===== src/common/qu_uop_pkg.sv =====
// Micro-op encoding for the integer execute path
// Only the ALU path exists, so there is no optype field
// Opcode values 12..15 are unused and decode as an unsigned compare
// Shift amounts are SHAMT_W bits, which assumes a 32-bit datapath

`default_nettype none

package qu_uop_pkg;

    // ======================================================================
    // Widths
    // ======================================================================
    localparam int ALU_OP_W = 4;
    localparam int SHAMT_W  = 5;     // Low bits of opd2 used by shifts

    // ======================================================================
    // Opcodes and operand source
    // ======================================================================
    typedef enum logic [ALU_OP_W-1:0]
    {
        ADD = 4'd0,
        SUB = 4'd1,
        AND = 4'd2,
        OR  = 4'd3,
        XOR = 4'd4,
        SLL = 4'd5,
        SRL = 4'd6,
        SRA = 4'd7,
        EQ  = 4'd8,
        NE  = 4'd9,
        LT  = 4'd10,     // Signed
        LTU = 4'd11
    } alu_op_e;

    typedef enum logic
    {
        ALU_INPUT_SEL_R_I  = 1'b0,   // Register or immediate operands
        ALU_INPUT_SEL_NONE = 1'b1    // Both operands forced to zero
    } alu_input_sel_e;

    typedef struct packed
    {
        alu_op_e        alu_op;
        alu_input_sel_e alu_input_sel;
        logic           rs1_valid;
        logic           rs2_valid;
        logic           imm_valid;   // Only looked at when rs2_valid is low
    } uop_t;

endpackage

`default_nettype wire


===== src/common/qu_common_pkg.sv =====
// Storage and tagging types for the reservation station and execute stage
// Tags are producer names; a tag must not be reused while it is in flight
// Values in an entry are only meaningful once the matching ready flag is set

`default_nettype none

package qu_common_pkg;
    import qu_uop_pkg::*;

    // ======================================================================
    // Sizes
    // ======================================================================
    localparam int XLEN     = 32;
    localparam int TAG_W    = 4;                    // 16 tags in flight
    localparam int RS_DEPTH = 4;
    localparam int RS_IDX_W = $clog2(RS_DEPTH);

    typedef logic [TAG_W-1:0] tag_t;

    // ======================================================================
    // Reservation station entry
    // ======================================================================
    typedef struct packed
    {
        uop_t            op;
        tag_t            tag;        // Destination tag, goes out on the CDB
        logic [XLEN-1:0] vj;
        logic [XLEN-1:0] vk;
        tag_t            qj;         // Producer of vj while not ready
        tag_t            qk;
        logic            qj_ready;
        logic            qk_ready;
        logic [XLEN-1:0] a;          // Immediate
    } res_st_cell_t;

endpackage

`default_nettype wire


===== src/common/dispatch_if.sv =====
// Dispatch channel into the reservation station
// A micro-op is taken on a rising edge with valid high and full low
// There is no handshake beyond full; the source must hold off while it is high

`default_nettype none

interface dispatch_if
    import qu_uop_pkg::*;
    import qu_common_pkg::*;
();
    logic            valid;
    tag_t            tag;
    uop_t            uop;
    logic            rs1_ready;
    tag_t            rs1_tag;
    logic [XLEN-1:0] rs1_value;
    logic            rs2_ready;
    tag_t            rs2_tag;
    logic [XLEN-1:0] rs2_value;
    logic [XLEN-1:0] imm;
    logic            full;

    modport source (output valid, tag, uop, rs1_ready, rs1_tag, rs1_value,
                    rs2_ready, rs2_tag, rs2_value, imm, input full);

    modport sink   (input valid, tag, uop, rs1_ready, rs1_tag, rs1_value,
                    rs2_ready, rs2_tag, rs2_value, imm, output full);

endinterface

`default_nettype wire


===== src/common/cdb_if.sv =====
// Common data bus, one completed micro-op per valid cycle
// valid is a single-cycle pulse and the bus never stalls
// Listeners must capture in the same cycle or lose the value

`default_nettype none

interface cdb_if
    import qu_common_pkg::*;
();
    logic            valid;
    tag_t            tag;
    logic [XLEN-1:0] value;
    logic            comp;   // Compare flag, low for non-compare ops

    modport driver   (output valid, tag, value, comp);
    modport listener (input valid, tag, value, comp);

endinterface

`default_nettype wire


===== src/rtl/alu/alu.sv =====
// Integer ALU, purely combinational
// Compare ops return their flag zero-extended on alu_result
// Shifts take the low SHAMT_W bits of opd2, so XLEN is expected to be 32

`default_nettype none

module alu
    import qu_uop_pkg::*;
#(
    parameter int XLEN = 32
)(
    input  logic [XLEN-1:0] opd1,
    input  logic [XLEN-1:0] opd2,
    input  alu_op_e         alu_op,
    output logic [XLEN-1:0] alu_result,
    output logic            comp_result
);

    typedef enum logic [1:0]
    {
        SUB_ARITH,
        SUB_LOGIC,
        SUB_SHIFT,
        SUB_COMP
    } subunit_e;

    subunit_e           subunit_sel;
    logic               sub_en;
    logic [XLEN-1:0]    arith_res;
    logic [XLEN-1:0]    logic_res;
    logic [XLEN-1:0]    shift_res;
    logic [SHAMT_W-1:0] shamt;
    logic               eq;
    logic               lt_s;
    logic               lt_u;
    logic               comp_res;

    // ======================================================================
    // Opcode decode
    // ======================================================================
    always_comb
    begin
        case (alu_op)
            ADD, SUB:      subunit_sel = SUB_ARITH;
            AND, OR, XOR:  subunit_sel = SUB_LOGIC;
            SLL, SRL, SRA: subunit_sel = SUB_SHIFT;
            default:       subunit_sel = SUB_COMP;
        endcase
    end

    assign sub_en = (alu_op == SUB);

    // Adder, subtract as a + ~b + 1
    assign arith_res = opd1 + (sub_en ? ~opd2 : opd2) + XLEN'(sub_en);

    always_comb
    begin
        case (alu_op)
            AND:     logic_res = opd1 & opd2;
            OR:      logic_res = opd1 | opd2;
            default: logic_res = opd1 ^ opd2;
        endcase
    end

    assign shamt = opd2[SHAMT_W-1:0];

    always_comb
    begin
        case (alu_op)
            SLL:     shift_res = opd1 << shamt;
            SRL:     shift_res = opd1 >> shamt;
            default: shift_res = $signed(opd1) >>> shamt;   // SRA
        endcase
    end

    // Comparator
    assign eq   = (opd1 == opd2);
    assign lt_s = ($signed(opd1) < $signed(opd2));
    assign lt_u = (opd1 < opd2);

    always_comb
    begin
        case (alu_op)
            EQ:      comp_res = eq;
            NE:      comp_res = !eq;
            LT:      comp_res = lt_s;
            default: comp_res = lt_u;
        endcase
    end

    // ======================================================================
    // Result select
    // ======================================================================
    always_comb
    begin
        comp_result = 1'b0;
        case (subunit_sel)
            SUB_ARITH: alu_result = arith_res;
            SUB_LOGIC: alu_result = logic_res;
            SUB_SHIFT: alu_result = shift_res;
            default:
            begin
                comp_result = comp_res;
                alu_result  = {{(XLEN-1){1'b0}}, comp_res};
            end
        endcase
    end

endmodule

`default_nettype wire


===== src/rtl/execute.sv =====
// Execute stage, combinational from the issue register to the CDB
// Only the ALU path exists; the CDB pulse follows issue_valid directly
// Operand sources follow the micro-op's valid bits, vk before the immediate

`default_nettype none

module execute
    import qu_uop_pkg::*;
    import qu_common_pkg::*;
(
    input  res_st_cell_t op_in,
    input  logic         issue_valid,
    cdb_if.driver        cdb
);

    logic [XLEN-1:0] alu_opd1;
    logic [XLEN-1:0] alu_opd2;
    logic [XLEN-1:0] alu_result_out;
    logic            alu_comp_out;

    // Operand select
    always_comb
    begin
        case (op_in.op.alu_input_sel)
            ALU_INPUT_SEL_R_I:
            begin
                alu_opd1 = op_in.op.rs1_valid ? op_in.vj : '0;

                alu_opd2 = op_in.op.rs2_valid ? op_in.vk
                         : op_in.op.imm_valid ? op_in.a
                         : '0;
            end
            default:    // ALU_INPUT_SEL_NONE
            begin
                alu_opd1 = '0;
                alu_opd2 = '0;
            end
        endcase
    end

    alu #(
        .XLEN(XLEN)
    ) qu_alu (
        .opd1        (alu_opd1),
        .opd2        (alu_opd2),
        .alu_op      (op_in.op.alu_op),
        .alu_result  (alu_result_out),
        .comp_result (alu_comp_out)
    );

    // Broadcast
    assign cdb.valid = issue_valid;
    assign cdb.tag   = op_in.tag;
    assign cdb.value = alu_result_out;
    assign cdb.comp  = alu_comp_out;

endmodule

`default_nettype wire


===== src/rtl/res_station/res_station.sv =====
// Reservation station with RS_DEPTH entries and a registered issue slot
// Fills the lowest free entry and issues the lowest ready one each cycle
// Operands wake up from the CDB at the capturing edge, so a woken entry
// issues one cycle later. A dispatch while full is dropped.

`default_nettype none

module res_station
    import qu_common_pkg::*;
(
    input  logic         clk,
    input  logic         rst_n,
    dispatch_if.sink     disp,
    cdb_if.listener      cdb,
    output logic         issue_valid,
    output res_st_cell_t issue_cell
);

    res_st_cell_t            entries [RS_DEPTH];
    logic [RS_DEPTH-1:0]     occupied;
    logic [RS_DEPTH-1:0]     occupied_nxt;
    logic [RS_DEPTH-1:0]     ready_vec;
    logic [RS_IDX_W-1:0]     free_idx;
    logic [RS_IDX_W-1:0]     issue_idx;
    logic                    has_free;
    logic                    has_ready;
    logic                    disp_fire;
    res_st_cell_t            new_cell;
    logic [(1 << TAG_W)-1:0] tag_live;   // Accepted and not yet on the CDB

    function automatic logic cdb_match(input tag_t t);
        return cdb.valid && (cdb.tag == t);
    endfunction

    // ======================================================================
    // Entry selection
    // ======================================================================
    always_comb
    begin
        free_idx  = '0;
        has_free  = 1'b0;
        issue_idx = '0;
        has_ready = 1'b0;
        for (int i = RS_DEPTH - 1; i >= 0; i--)     // Lowest index wins
        begin
            ready_vec[i] = occupied[i] && entries[i].qj_ready && entries[i].qk_ready;
            if (!occupied[i])
            begin
                free_idx = RS_IDX_W'(i);
                has_free = 1'b1;
            end
            if (ready_vec[i])
            begin
                issue_idx = RS_IDX_W'(i);
                has_ready = 1'b1;
            end
        end
    end

    assign disp.full = !has_free;
    assign disp_fire = disp.valid && has_free;

    // New entry, with CDB bypass for a producer finishing this cycle
    always_comb
    begin
        new_cell.op       = disp.uop;
        new_cell.tag      = disp.tag;
        new_cell.qj       = disp.rs1_tag;
        new_cell.qk       = disp.rs2_tag;
        new_cell.a        = disp.imm;
        new_cell.qj_ready = disp.rs1_ready || cdb_match(disp.rs1_tag);
        new_cell.qk_ready = disp.rs2_ready || cdb_match(disp.rs2_tag);
        new_cell.vj       = disp.rs1_ready ? disp.rs1_value : cdb.value;
        new_cell.vk       = disp.rs2_ready ? disp.rs2_value : cdb.value;
    end

    always_comb
    begin
        occupied_nxt = occupied;
        if (disp_fire)
            occupied_nxt[free_idx] = 1'b1;
        if (has_ready)
            occupied_nxt[issue_idx] = 1'b0;   // Never the same entry as free_idx
    end

    // ======================================================================
    // State
    // ======================================================================
    always_ff @(posedge clk)
    begin
        if (!rst_n)
        begin
            occupied    <= '0;
            issue_valid <= 1'b0;
        end
        else
        begin
            occupied    <= occupied_nxt;
            issue_valid <= has_ready;
        end
    end

    always_ff @(posedge clk)
    begin
        for (int i = 0; i < RS_DEPTH; i++)
        begin
            if (occupied[i] && !entries[i].qj_ready && cdb_match(entries[i].qj))
            begin
                entries[i].vj       <= cdb.value;
                entries[i].qj_ready <= 1'b1;
            end
            if (occupied[i] && !entries[i].qk_ready && cdb_match(entries[i].qk))
            begin
                entries[i].vk       <= cdb.value;
                entries[i].qk_ready <= 1'b1;
            end
        end
        if (disp_fire)
            entries[free_idx] <= new_cell;
        if (has_ready)
            issue_cell <= entries[issue_idx];
    end

    // Tags owned by an occupied or issued entry
    always_ff @(posedge clk)
    begin
        if (!rst_n)
            tag_live <= '0;
        else
        begin
            if (cdb.valid)
                tag_live[cdb.tag] <= 1'b0;
            if (disp_fire)
                tag_live[disp.tag] <= 1'b1;
        end
    end

    // ======================================================================
    // Assertions
    // ======================================================================
    a_no_disp_when_full: assert property (
        @(posedge clk) disable iff (!rst_n) disp.valid |-> !disp.full)
        else $error("dispatch while reservation station full, micro-op dropped");

    a_issue_ready: assert property (
        @(posedge clk) disable iff (!rst_n)
        issue_valid |-> (issue_cell.qj_ready && issue_cell.qk_ready))
        else $error("issued entry has an operand not ready");

    a_cdb_tag_owned: assert property (
        @(posedge clk) disable iff (!rst_n) cdb.valid |-> tag_live[cdb.tag])
        else $error("CDB tag %0d has no owner", cdb.tag);

endmodule

`default_nettype wire


===== src/rtl/qu_exec_top.sv =====
// Top of the integer execute path
// Dispatch comes in on plain ports and is accepted when rs_full is low
// Results leave as a one-cycle cdb_valid pulse with tag, value and flag

`default_nettype none

module qu_exec_top
    import qu_uop_pkg::*;
    import qu_common_pkg::*;
(
    input  logic            clk,
    input  logic            rst_n,

    input  logic            disp_valid,
    input  tag_t            disp_tag,
    input  alu_op_e         disp_alu_op,
    input  alu_input_sel_e  disp_input_sel,
    input  logic            disp_rs1_valid,
    input  logic            disp_rs2_valid,
    input  logic            disp_imm_valid,
    input  logic            disp_rs1_ready,
    input  tag_t            disp_rs1_tag,
    input  logic [XLEN-1:0] disp_rs1_value,
    input  logic            disp_rs2_ready,
    input  tag_t            disp_rs2_tag,
    input  logic [XLEN-1:0] disp_rs2_value,
    input  logic [XLEN-1:0] disp_imm,
    output logic            rs_full,

    output logic            cdb_valid,
    output tag_t            cdb_tag,
    output logic [XLEN-1:0] cdb_value,
    output logic            cdb_comp
);

    dispatch_if disp ();
    cdb_if      cdb ();

    logic         issue_valid;
    res_st_cell_t issue_cell;

    // Dispatch ports into the interface
    assign disp.valid     = disp_valid;
    assign disp.tag       = disp_tag;
    assign disp.uop       = '{alu_op:        disp_alu_op,
                              alu_input_sel: disp_input_sel,
                              rs1_valid:     disp_rs1_valid,
                              rs2_valid:     disp_rs2_valid,
                              imm_valid:     disp_imm_valid};
    assign disp.rs1_ready = disp_rs1_ready;
    assign disp.rs1_tag   = disp_rs1_tag;
    assign disp.rs1_value = disp_rs1_value;
    assign disp.rs2_ready = disp_rs2_ready;
    assign disp.rs2_tag   = disp_rs2_tag;
    assign disp.rs2_value = disp_rs2_value;
    assign disp.imm       = disp_imm;
    assign rs_full        = disp.full;

    res_station u_res_station (
        .clk         (clk),
        .rst_n       (rst_n),
        .disp        (disp.sink),
        .cdb         (cdb.listener),
        .issue_valid (issue_valid),
        .issue_cell  (issue_cell)
    );

    execute u_execute (
        .op_in       (issue_cell),
        .issue_valid (issue_valid),
        .cdb         (cdb.driver)
    );

    assign cdb_valid = cdb.valid;
    assign cdb_tag   = cdb.tag;
    assign cdb_value = cdb.value;
    assign cdb_comp  = cdb.comp;

endmodule

`default_nettype wire


===== config.mk =====
export PLATFORM = sky130hd
export DESIGN_NAME = qu_exec_top
export DESIGN_NICKNAME = d
export VERILOG_FILES = /design/src/common/qu_uop_pkg.sv /design/src/common/qu_common_pkg.sv /design/src/common/dispatch_if.sv /design/src/common/cdb_if.sv /design/src/rtl/alu/alu.sv /design/src/rtl/execute.sv /design/src/rtl/res_station/res_station.sv /design/src/rtl/qu_exec_top.sv
export SDC_FILE = /design/constraint.sdc
export NUM_CORES = 1
export LEC_CHECK = 0
export ABC_CLOCK_PERIOD_IN_PS = 7300
export BUFFER_PORTS_ARGS = -buffer_cell sky130_fd_sc_hd__clkbuf_2
export CORE_ASPECT_RATIO = 0.5
export CORE_MARGIN = 1.5
export CORE_UTILIZATION = 60
export CTS_CLUSTER_SIZE = 25
export DETAILED_ROUTE_END_ITERATION = 16
export GPL_ROUTABILITY_DRIVEN = 1
export PLACE_DENSITY = 0.78
export SYNTH_ARGS = -nofsm -noshare
export SYNTH_HDL_FRONTEND = slang
export SYNTH_HIERARCHICAL = 1
export SYNTH_SLANG_ARGS = --single-unit

===== constraint.sdc =====
create_clock -name clk -period 7.3 [get_ports clk]
set_input_delay 0.73 -clock clk [delete_from_list [all_inputs] [get_ports clk]]
set_output_delay 0.73 -clock clk [all_outputs]
set_load 0.05 [all_outputs]

; ---- After elaboration in Yosys (flattened, before gate mapping)
; Memories as Yosys holds them, arrays and structs flattened. A register that Yosys moved wholly into a read port is not among the register bits.
; Cells that the tools add are included.
[classes]
addsub = 2
n_lt_le_gt_ge = 6
eq_ne = 21
n_shift = 3
n_mux = 54
bitwise = 7
reduce_logical = 51
[ops]
columns = operator, n
row1 = $mux W32, 8
row2 = $pmux W32 S2, 2
row3 = $pmux W32 S3, 1
row4 = $lt A32 B32 Y1, 2
row5 = $eq A4 B4 Y1, 10
row6 = $logic_and A1 B1 Y1, 37
row7 = $add A32 B1 Y32, 1
row8 = $add A32 B32 Y32, 1
row9 = $and A32 B32 Y32, 1
row10 = $eq A32 B32 Y1, 1
row11 = $not A32 Y32, 1
row12 = $or A32 B32 Y32, 1
row13 = $shl A32 B5 Y32, 1
row14 = $shr A32 B5 Y32, 1
row15 = $sshr A32 B5 Y32, 1
row16 = $xor A32 B32 Y32, 1
row17 = $mux W1, 29
row18 = $mux W2, 9
row19 = $eq A4 B4 Y1 const B, 3
row20 = $logic_not A1 Y1, 10
row21 = $eq A4 B2 Y1 const B, 2
row22 = $eq A4 B3 Y1 const B, 2
row23 = $mux W4, 2
row24 = $lt A2 B3 Y1 const B, 2
row25 = other kinds (12), 15
[word_totals]
regBits = 5
ramBits = 472
romBits = 16
input_bits = 121
out_inout_bits = 39
word_cells = 148
n_memories = 2
[mem_list]
columns = name, words, word_bits, read_ports, rd_clocked_by_memory_dff, write_ports, line
row1 = u_res_station.entries, 4, 118, 5, 1, 5, res_station.sv:19  ; res_st_cell_t entries [RS_DEPTH];
row2 = (no name shown), 8, 2, 1, 0, 0, alu.sv:43  ; case (alu_op)

; ---- Logic depth before layout (Yosys ltp)
; Gate-level depths: netlist (run 1).
; An unclocked memory read counts as a cell.
[logic_depth]
ltp_word = 14
mapped_depth = 19
mapped_depth_nobuf = 16

; ---- By module
; Netlist (run 1), hierarchy kept.
[modules_own_cells]
columns = module, n_inst, cells_each, area_each_um2, seq_area_each_um2
row1 = res_station, 1, 1290, 24208.2, 17737.0
row2 = alu, 1, 1155, 8644.5, 0.0
row3 = execute, 1, 88, 648.1, 0.0

; ---- Worst setup path before layout (run 1)
; No wires, ideal clock.
[synth_path]
kind = flip-flop to output port
start = reg u_res_station/issue_cell[111] (netlist name)
end = out cdb_value[28]
arrival_time_ps = 5727
required_ps = 6570
setup_slack_ps = 843
stages_incl_launch_ff = 17
path_buffers = 3
path_cell_list = edfxtp_1 > nor2b_2 > buf_2 > a32o_1 > clkinv_1 > buf_1 > buf_1 > xnor2_1 > ha_1 > nor2b_1 > o31a_1 > o311a_1 > or4b_1 > nand3_1 > a21boi_0 > o21ai_0 > o311ai_0
[synth_between]
elab_chain_cells = 7
elab_cells_between_ends = 15
[synth_rtl]
columns = item, line
row1 = $mux W32 *, execute.sv:29  ; alu_opd2 = op_in.op.rs2_valid ? op_in.vk
row2 = $mux W32 *, execute.sv:24  ; case (op_in.op.alu_input_sel)
row3 = via u_execute.alu_opd2[2], execute.sv:17  ; logic [XLEN-1:0] alu_opd2;
row4 = $not A32 Y32, alu.sv:54  ; assign arith_res = opd1 + (sub_en ? ~opd2 : opd2) + XLEN'(sub_en);
row5 = $mux W32, alu.sv:54
row6 = $add A32 B32 Y32, alu.sv:54
row7 = $add A32 B1 Y32, alu.sv:54
row8 = $pmux W32 S3 *, alu.sv:97  ; case (subunit_sel)
row9 = to (decl), qu_exec_top.sv:32  ; output logic [XLEN-1:0] cdb_value,
; Mark *: on every way through the listed nets, which the timed path passes. The rest lies on a longest branch.

; ---- Worst setup path after layout (run 1)
[layout_path]
start = reg u_res_station/issue_cell[113] (netlist name)
end = out cdb_value[30]
[layout_between]
elab_chain_cells = 6
elab_cells_between_ends = 15
[layout_rtl]
columns = item, line
row1 = $mux W32 *, execute.sv:24
row2 = via u_execute.alu_opd2[0], execute.sv:17
row3 = $not A32 Y32, alu.sv:54
row4 = $mux W32, alu.sv:54
row5 = $add A32 B32 Y32, alu.sv:54
row6 = $add A32 B1 Y32, alu.sv:54
row7 = $pmux W32 S3 *, alu.sv:97
; Marks and branches as above.

==> results of run 1 <==
==> power by group through the flow <==
stage	clock [mW]	sequential [mW]	combinational (mW)
floorplan	0	4.12	1.50
global placement	0	4.17	2.12
detailed placement	0	4.17	2.16
CTS	2.70	4.10	2.18
global route	2.82	4.12	2.37
finish	2.68	4.11	2.23
==> worst paths after layout <==
path                                                              start                                     end  slack, ns  cells after the start
worst max-delay path            u_res_station/issue_cell[113]$_DFFE_PN_                           cdb_value[30]       0.45                     15
worst min-delay path                                        disp_imm[0]   u_res_station/entries[2][0]$_DFFE_PP_       0.35                      1
worst max register to register  u_res_station/issue_cell[113]$_DFFE_PN_  u_res_station/entries[2][72]$_DFFE_PP_       1.37                     15
worst min register to register   u_res_station/entries[0][99]$_DFFE_PP_  u_res_station/issue_cell[99]$_DFFE_PN_       0.54                      1
==> flip-flops by register name, summed over array words and instances (netlist names) <==
register / cells
u_res_station/occupied: 4
u_res_station/issue_valid: 1
u_res_station/issue_cell: 108
u_res_station/entries: 472
==> routing by layer <==
layer	up-vias	share of wire, %	wire length, microns
met1	11600	41	39800
met5	-	0	0
li1	10100	-	-
met2	1557	44	42300
met3	185	13	12400
met4	0	2.5	2400
==> layout make-up <==
| cell class | count | area, sq um |
|---|---|---|
| sequential | 585 | 17400 |
| clock inverter | 26 | 279 |
| clock buffer | 66 | 1350 |
| fill | 3902 | 17700 |
| tap | 713 | 892 |
| antenna | 4 | 10.0 |
| multi-input combinational | 1636 | 14400 |
| inverter | 105 | 394 |
| timing repair buffer | 238 | 1520 |
==> per-stage QoR <==
stage	cells	cell area, sq um	worst slack [ns]	util (%)
6_report	3373	36300	0.454	67.2
5_1_grt	3373	36300	0.128	67.2
4_1_cts	3369	36300	0.513	67.2
3_5_place_dp	3277	34700	1.15	64.2
3_3_place_gp	3277	34700	1.28	64.2
2_1_floorplan	2505	33000	0.843	-
==> cell usage in the layout, fill, tap and decap left out, drive strengths merged, types with 14 or more instances in the layout <==
| master | n |
|---|---|
| a21oi | 86 |
| a221o | 111 |
| a222oi | 19 |
| a22o | 110 |
| a22oi | 16 |
| a31oi | 14 |
| a32o | 32 |
| and2 | 40 |
| buf | 87 |
| clkbuf | 217 |
| clkinv | 22 |
| edfxtp | 572 |
| ha | 134 |
| inv | 104 |
| mux2 | 260 |
| mux2i | 51 |
| mux4 | 65 |
| nand2 | 84 |
| nand2b | 20 |
| nand3 | 23 |
| nor2 | 134 |
| nor3 | 32 |
| o211ai | 15 |
| o21ai | 118 |
| o22ai | 15 |
| xnor2 | 55 |
| xor2 | 43 |
==> impl_metrics.yaml, run 1 <==
floorplanning:
  rows: 60
  core_sq_um: 54100
  io_pins: 160
  die_y_microns: 169
  die_x_microns: 335
  initial_utilization_pct: 61.1
  dieArea_sq_um: 56600
global_routing:
  overflow: 0
  grt_start_max_net_pins: 98
  gr-usage-met2_pct: 49.6
  grt-busiest-layer: "met1"
  antenna_found_initial: 7
  grt_usage_pct: 33.7
  met3_usage_pct: 6.93
  grt_pass1_wl_microns: 143000
  grt_pass1_vias: 22100
  grtUsageMet1_pct: 51.1
setup_path:
  cp_slowest_cell: "o2111ai_1"
  crit_type: "reg -> out"
  worst_path_dominant_cell_family: "compound AO/OA/AOI/OAI gates"
  cp_max_fo: 30
  path_buf_inv: 3
  path_cells: "nor2b_2, buf_4, a32o_4, inv_2, a21boi_0, fa_1, nor2b_1, o31a_1, o311a_1, or4b_1, nand3_1, a21boi_0, o41ai_1, o2111ai_1, buf_12"
  timing.critical_path.mode_cell: "a21boi_0"
  max_stage_delay_ns: 0.67
  crit_arrival_ns: 6.12
  start_kind: "flip-flop"
  end_kind: "primary output"
  required_ns: 6.57
pwr:
  p_seq_share_pct: 45.5
  swShare_pct: 29.8
  power_mw: 9.02
  p_clk_share_pct: 29.7
  power_frac_comb_pct: 24.8
  pwr_density_cell_nw_per_um2: 248
  switching_power_mw: 2.69
  p_leak_nw: 13.4
  p_int_mw: 6.33
  vdd_drop_max_mv: 0.218
route:
  drtAntennaViolNets: 0
  drc: 0
  vias: 23500
  routed_via_density: 6.96
  avgRoutedWirePerCell_microns: 28.7
  drt_iter0_markers: 3599
  routed_wl_microns: 96900
  dr.pass1.iters: 10
clock_tree:
  cts_buffers: 52
  clock-root-buffer: "clkbuf_16"
  cts_hold_buf: 0
  post_cts_buffers: 0
  htree_levels: 2
  clockBufferDepth: 3
  worstSkewPairLatency_ns: 0.60
  cts.repair.resized: 0
  clk_pin_slew_worst_paths_ns: 0.06
  cts_tree: "done"
  clkSinkCount: 585
run_status:
  status: "finished, final reports clean"
sta:
  fmax_mhz: 146
  whs_ns: 0.345
  clock_skew_ns: 0.0220
  tightest_slew_ns: 1.26
  finalHoldViolations: 0
  grt_setup_unrepaired: "no"
  timing.final.crit_share_pct: 93.8
  totalNegativeSetupSlack_ns: 0
  min_period_ns: 6.85
  slew_viol_final: 0
  max_slew_margin_pct: 15.8
  setup_viol: 0
synth:
  postSynthAreaPerCell_sq_um: 13.2
  synthesis.area_sq_um: 33000
  ys_warn_count: 6
  syn_nets: 2761
  syn_inst: 2505
final_layout:
  final_nets: 2874
  area_delta_synth_final_pct: 9.98
  layout-drive-gt1-share_pct: 24.9
place:
  gp_congestion: 1.01
  io_buffers: 159
  dpl.hpwl_microns: 64400
job:
  cap_violations: 0
min_path:
  hold_path.class: "in -> reg"
Power figures use the tool's default switching activity.
==> run 2: changes to the inputs <==
--- a/config.mk
+++ b/config.mk
@@ -13,6 +13,7 @@
 export CTS_CLUSTER_SIZE = 25
 export DETAILED_ROUTE_END_ITERATION = 16
 export GPL_ROUTABILITY_DRIVEN = 1
+export MAX_ROUTING_LAYER = met4
 export PLACE_DENSITY = 0.78
 export SYNTH_ARGS = -nofsm -noshare
 export SYNTH_HDL_FRONTEND = slang
==> run 2 against run 1 <==
Against the previous run:
- via count up 1.0%
- power up 0.65%
- hold slack worse by 0.0061 ns
- sequential power about the same
- sequential cell count unchanged
- register-to-register slack better by 0.07 ns
- highest routed layer unchanged
==> impl_metrics.yaml, run 2 (synthesized netlist as in run 1, its figures left out) <==
run_status:
  status: "finished, final reports clean"
setup_path:
  crit_arrival_ns: 6.04
  start_kind: "flip-flop"
  cp_max_fo: 18
  path_buf_inv: 2
  worst_path_dominant_cell_family: "compound AO/OA/AOI/OAI gates"
  timing.critical_path.mode_cell: "a21boi_0"
  end_kind: "primary output"
  required_ns: 6.57
  cp_slowest_cell: "o2111ai_1"
  path_cells: "nor2b_2, a32o_4, inv_2, a21boi_0, fa_1, nor2b_1, o31a_1, o311a_1, or4b_1, nand3_1, a21boi_0, o41ai_1, o2111ai_1, buf_12"
  crit_type: "reg -> out"
  max_stage_delay_ns: 0.70
sta:
  slew_viol_final: 0
  grt_setup_unrepaired: "no"
  whs_ns: 0.339
  setup_viol: 0
  worst_slack_ns: 0.530
  timing.final.crit_share_pct: 92.7
  tightest_slew_ns: 1.27
  clock_skew_ns: 0.0270
  max_slew_margin_pct: 15.0
  fmax_mhz: 148
  finalHoldViolations: 0
  totalNegativeSetupSlack_ns: 0
  min_period_ns: 6.77
final_layout:
  final_nets: 2881
  mostFrequentLayoutCell: "edfxtp_1"
  regMostFlops: "u_res_station/entries"
  layout-drive-gt1-share_pct: 25.2
  final_cell_mix: "edfxtp_1 (572), mux2_2 (249), clkbuf_2 (151), ha_1 (134), nor2_1 (131)"
  top_regs: "u_res_station/entries (472), u_res_station/issue_cell (108), u_res_station/occupied (4)"
  area_delta_synth_final_pct: 10.2
  largest_register_ffs: 472
clock_tree:
  worstSkewPairLatency_ns: 0.61
  cts.repair.resized: 0
  post_cts_buffers: 0
  clkSinkCount: 585
  cts_buffers: 52
  clockBufferDepth: 3
  clock-root-buffer: "clkbuf_16"
  htree_levels: 2
  cts_hold_buf: 0
  clk_pin_slew_worst_paths_ns: 0.06
  cts_tree: "done"
route:
  avgRoutedWirePerCell_microns: 29.3
  drtAntennaViolNets: 0
  routed_via_density: 7.00
  routed_wl_microns: 99400
  vias: 23700
  dr.pass1.iters: 9
  drt_iter0_markers: 4013
  drc: 0
global_routing:
  grt_start_max_net_pins: 71
  antenna_found_initial: 11
  grt_pass1_vias: 22200
  grt_pass1_wl_microns: 146000
  grt_usage_pct: 35.7
  overflow: 0
floorplanning:
  die_x_microns: 335
  initial_utilization_pct: 61.1
  rows: 60
  core_sq_um: 54100
  die_y_microns: 169
  io_pins: 160
  dieArea_sq_um: 56600
pwr:
  p_leak_nw: 13.5
  p_int_mw: 6.35
  switching_power_mw: 2.73
  power_frac_comb_pct: 24.9
  pwr_density_cell_nw_per_um2: 249
  p_seq_share_pct: 45.3
  vdd_drop_max_mv: 0.261
  swShare_pct: 30.0
  p_clk_share_pct: 29.9
place:
  dpl.hpwl_microns: 66700
  post-place-ws_ns: 1.37
  gp_congestion: 1.01
  io_buffers: 159
min_path:
  hold_path.class: "in -> reg"
job:
  cap_violations: 0
run 2: changes by cell type in the layout (fill, tap and decap cells not counted):
cell       delta
diode_2       +6
clkbuf_8      +2
clkbuf_16     +1
clkbuf_1      +4
bufinv_16     -1
clkinv_16     -1
clkinv_4      +2
buf_12        -1
buf_4         +8
clkinv_1      -4
inv_16        +1
run 2: power by group through the flow:
stage / combinational (mW) / clock (mW) / sequential, mW
2_1_floorplan: 1.50 / 0 / 4.12
3_3_place_gp: 2.15 / 0 / 4.16
3_5_place_dp: 2.18 / 0 / 4.18
4_1_cts: 2.20 / 2.73 / 4.11
5_1_grt: 2.39 / 2.85 / 4.12
6_report: 2.26 / 2.71 / 4.11
run 2: per-layer routing:
metal	track usage [%]	part of all wire [%]
met1	52.5	41
met2	51.2	44
met3	6.89	13
met4	8.46	2.3
met5	-	0
run 2: path summary, 6_finish.rpt:
| kind | from | end | slack [ns] | cells past startpoint |
|---|---|---|---|---|
| worst min register to register | u_res_station/entries[2][56]$_DFFE_PP_ | u_res_station/issue_cell[56]$_DFFE_PN_ | 0.54 | 1 |
| worst max-delay path | u_res_station/issue_cell[113]$_DFFE_PN_ | cdb_value[30] | 0.53 | 14 |
| worst max register to register | u_res_station/issue_cell[113]$_DFFE_PN_ | u_res_station/entries[0][104]$_DFFE_PP_ | 1.44 | 14 |
| worst min-delay path | disp_imm[20] | u_res_station/entries[0][20]$_DFFE_PP_ | 0.34 | 1 |
run 2: area by class of cell:
class / count / area, sq um
timing repair buffer: 245 / 1560
multi-input combinational: 1636 / 14400
clock buffer: 73 / 1420
inverter: 105 / 394
tap: 713 / 892
fill: 3826 / 17600
antenna: 10 / 25.0
sequential: 585 / 17400
clock inverter: 23 / 241
run 2: worst reg2reg max path: cells and delay by family (launching register included):
family	cells	cell delay, ns
AOI/OAI and AO/OA	7	2.61
buffers and inverters	1	0.15
muxes	1	0.56
DFF	1	0.49
adders and majority gates	1	0.28
and+or+nand+nor	4	1.52
run 2: per-stage QoR:
step	instances	power, mW	area, sq um	util (%)
detailed placement	3284	6.36	34700	64.3
finish	3390	9.08	36400	67.4
floorplan	2505	5.62	33000	-
CTS	3380	9.03	36400	67.3
global route	3389	9.36	36400	67.4
global placement	3284	6.31	34700	64.3
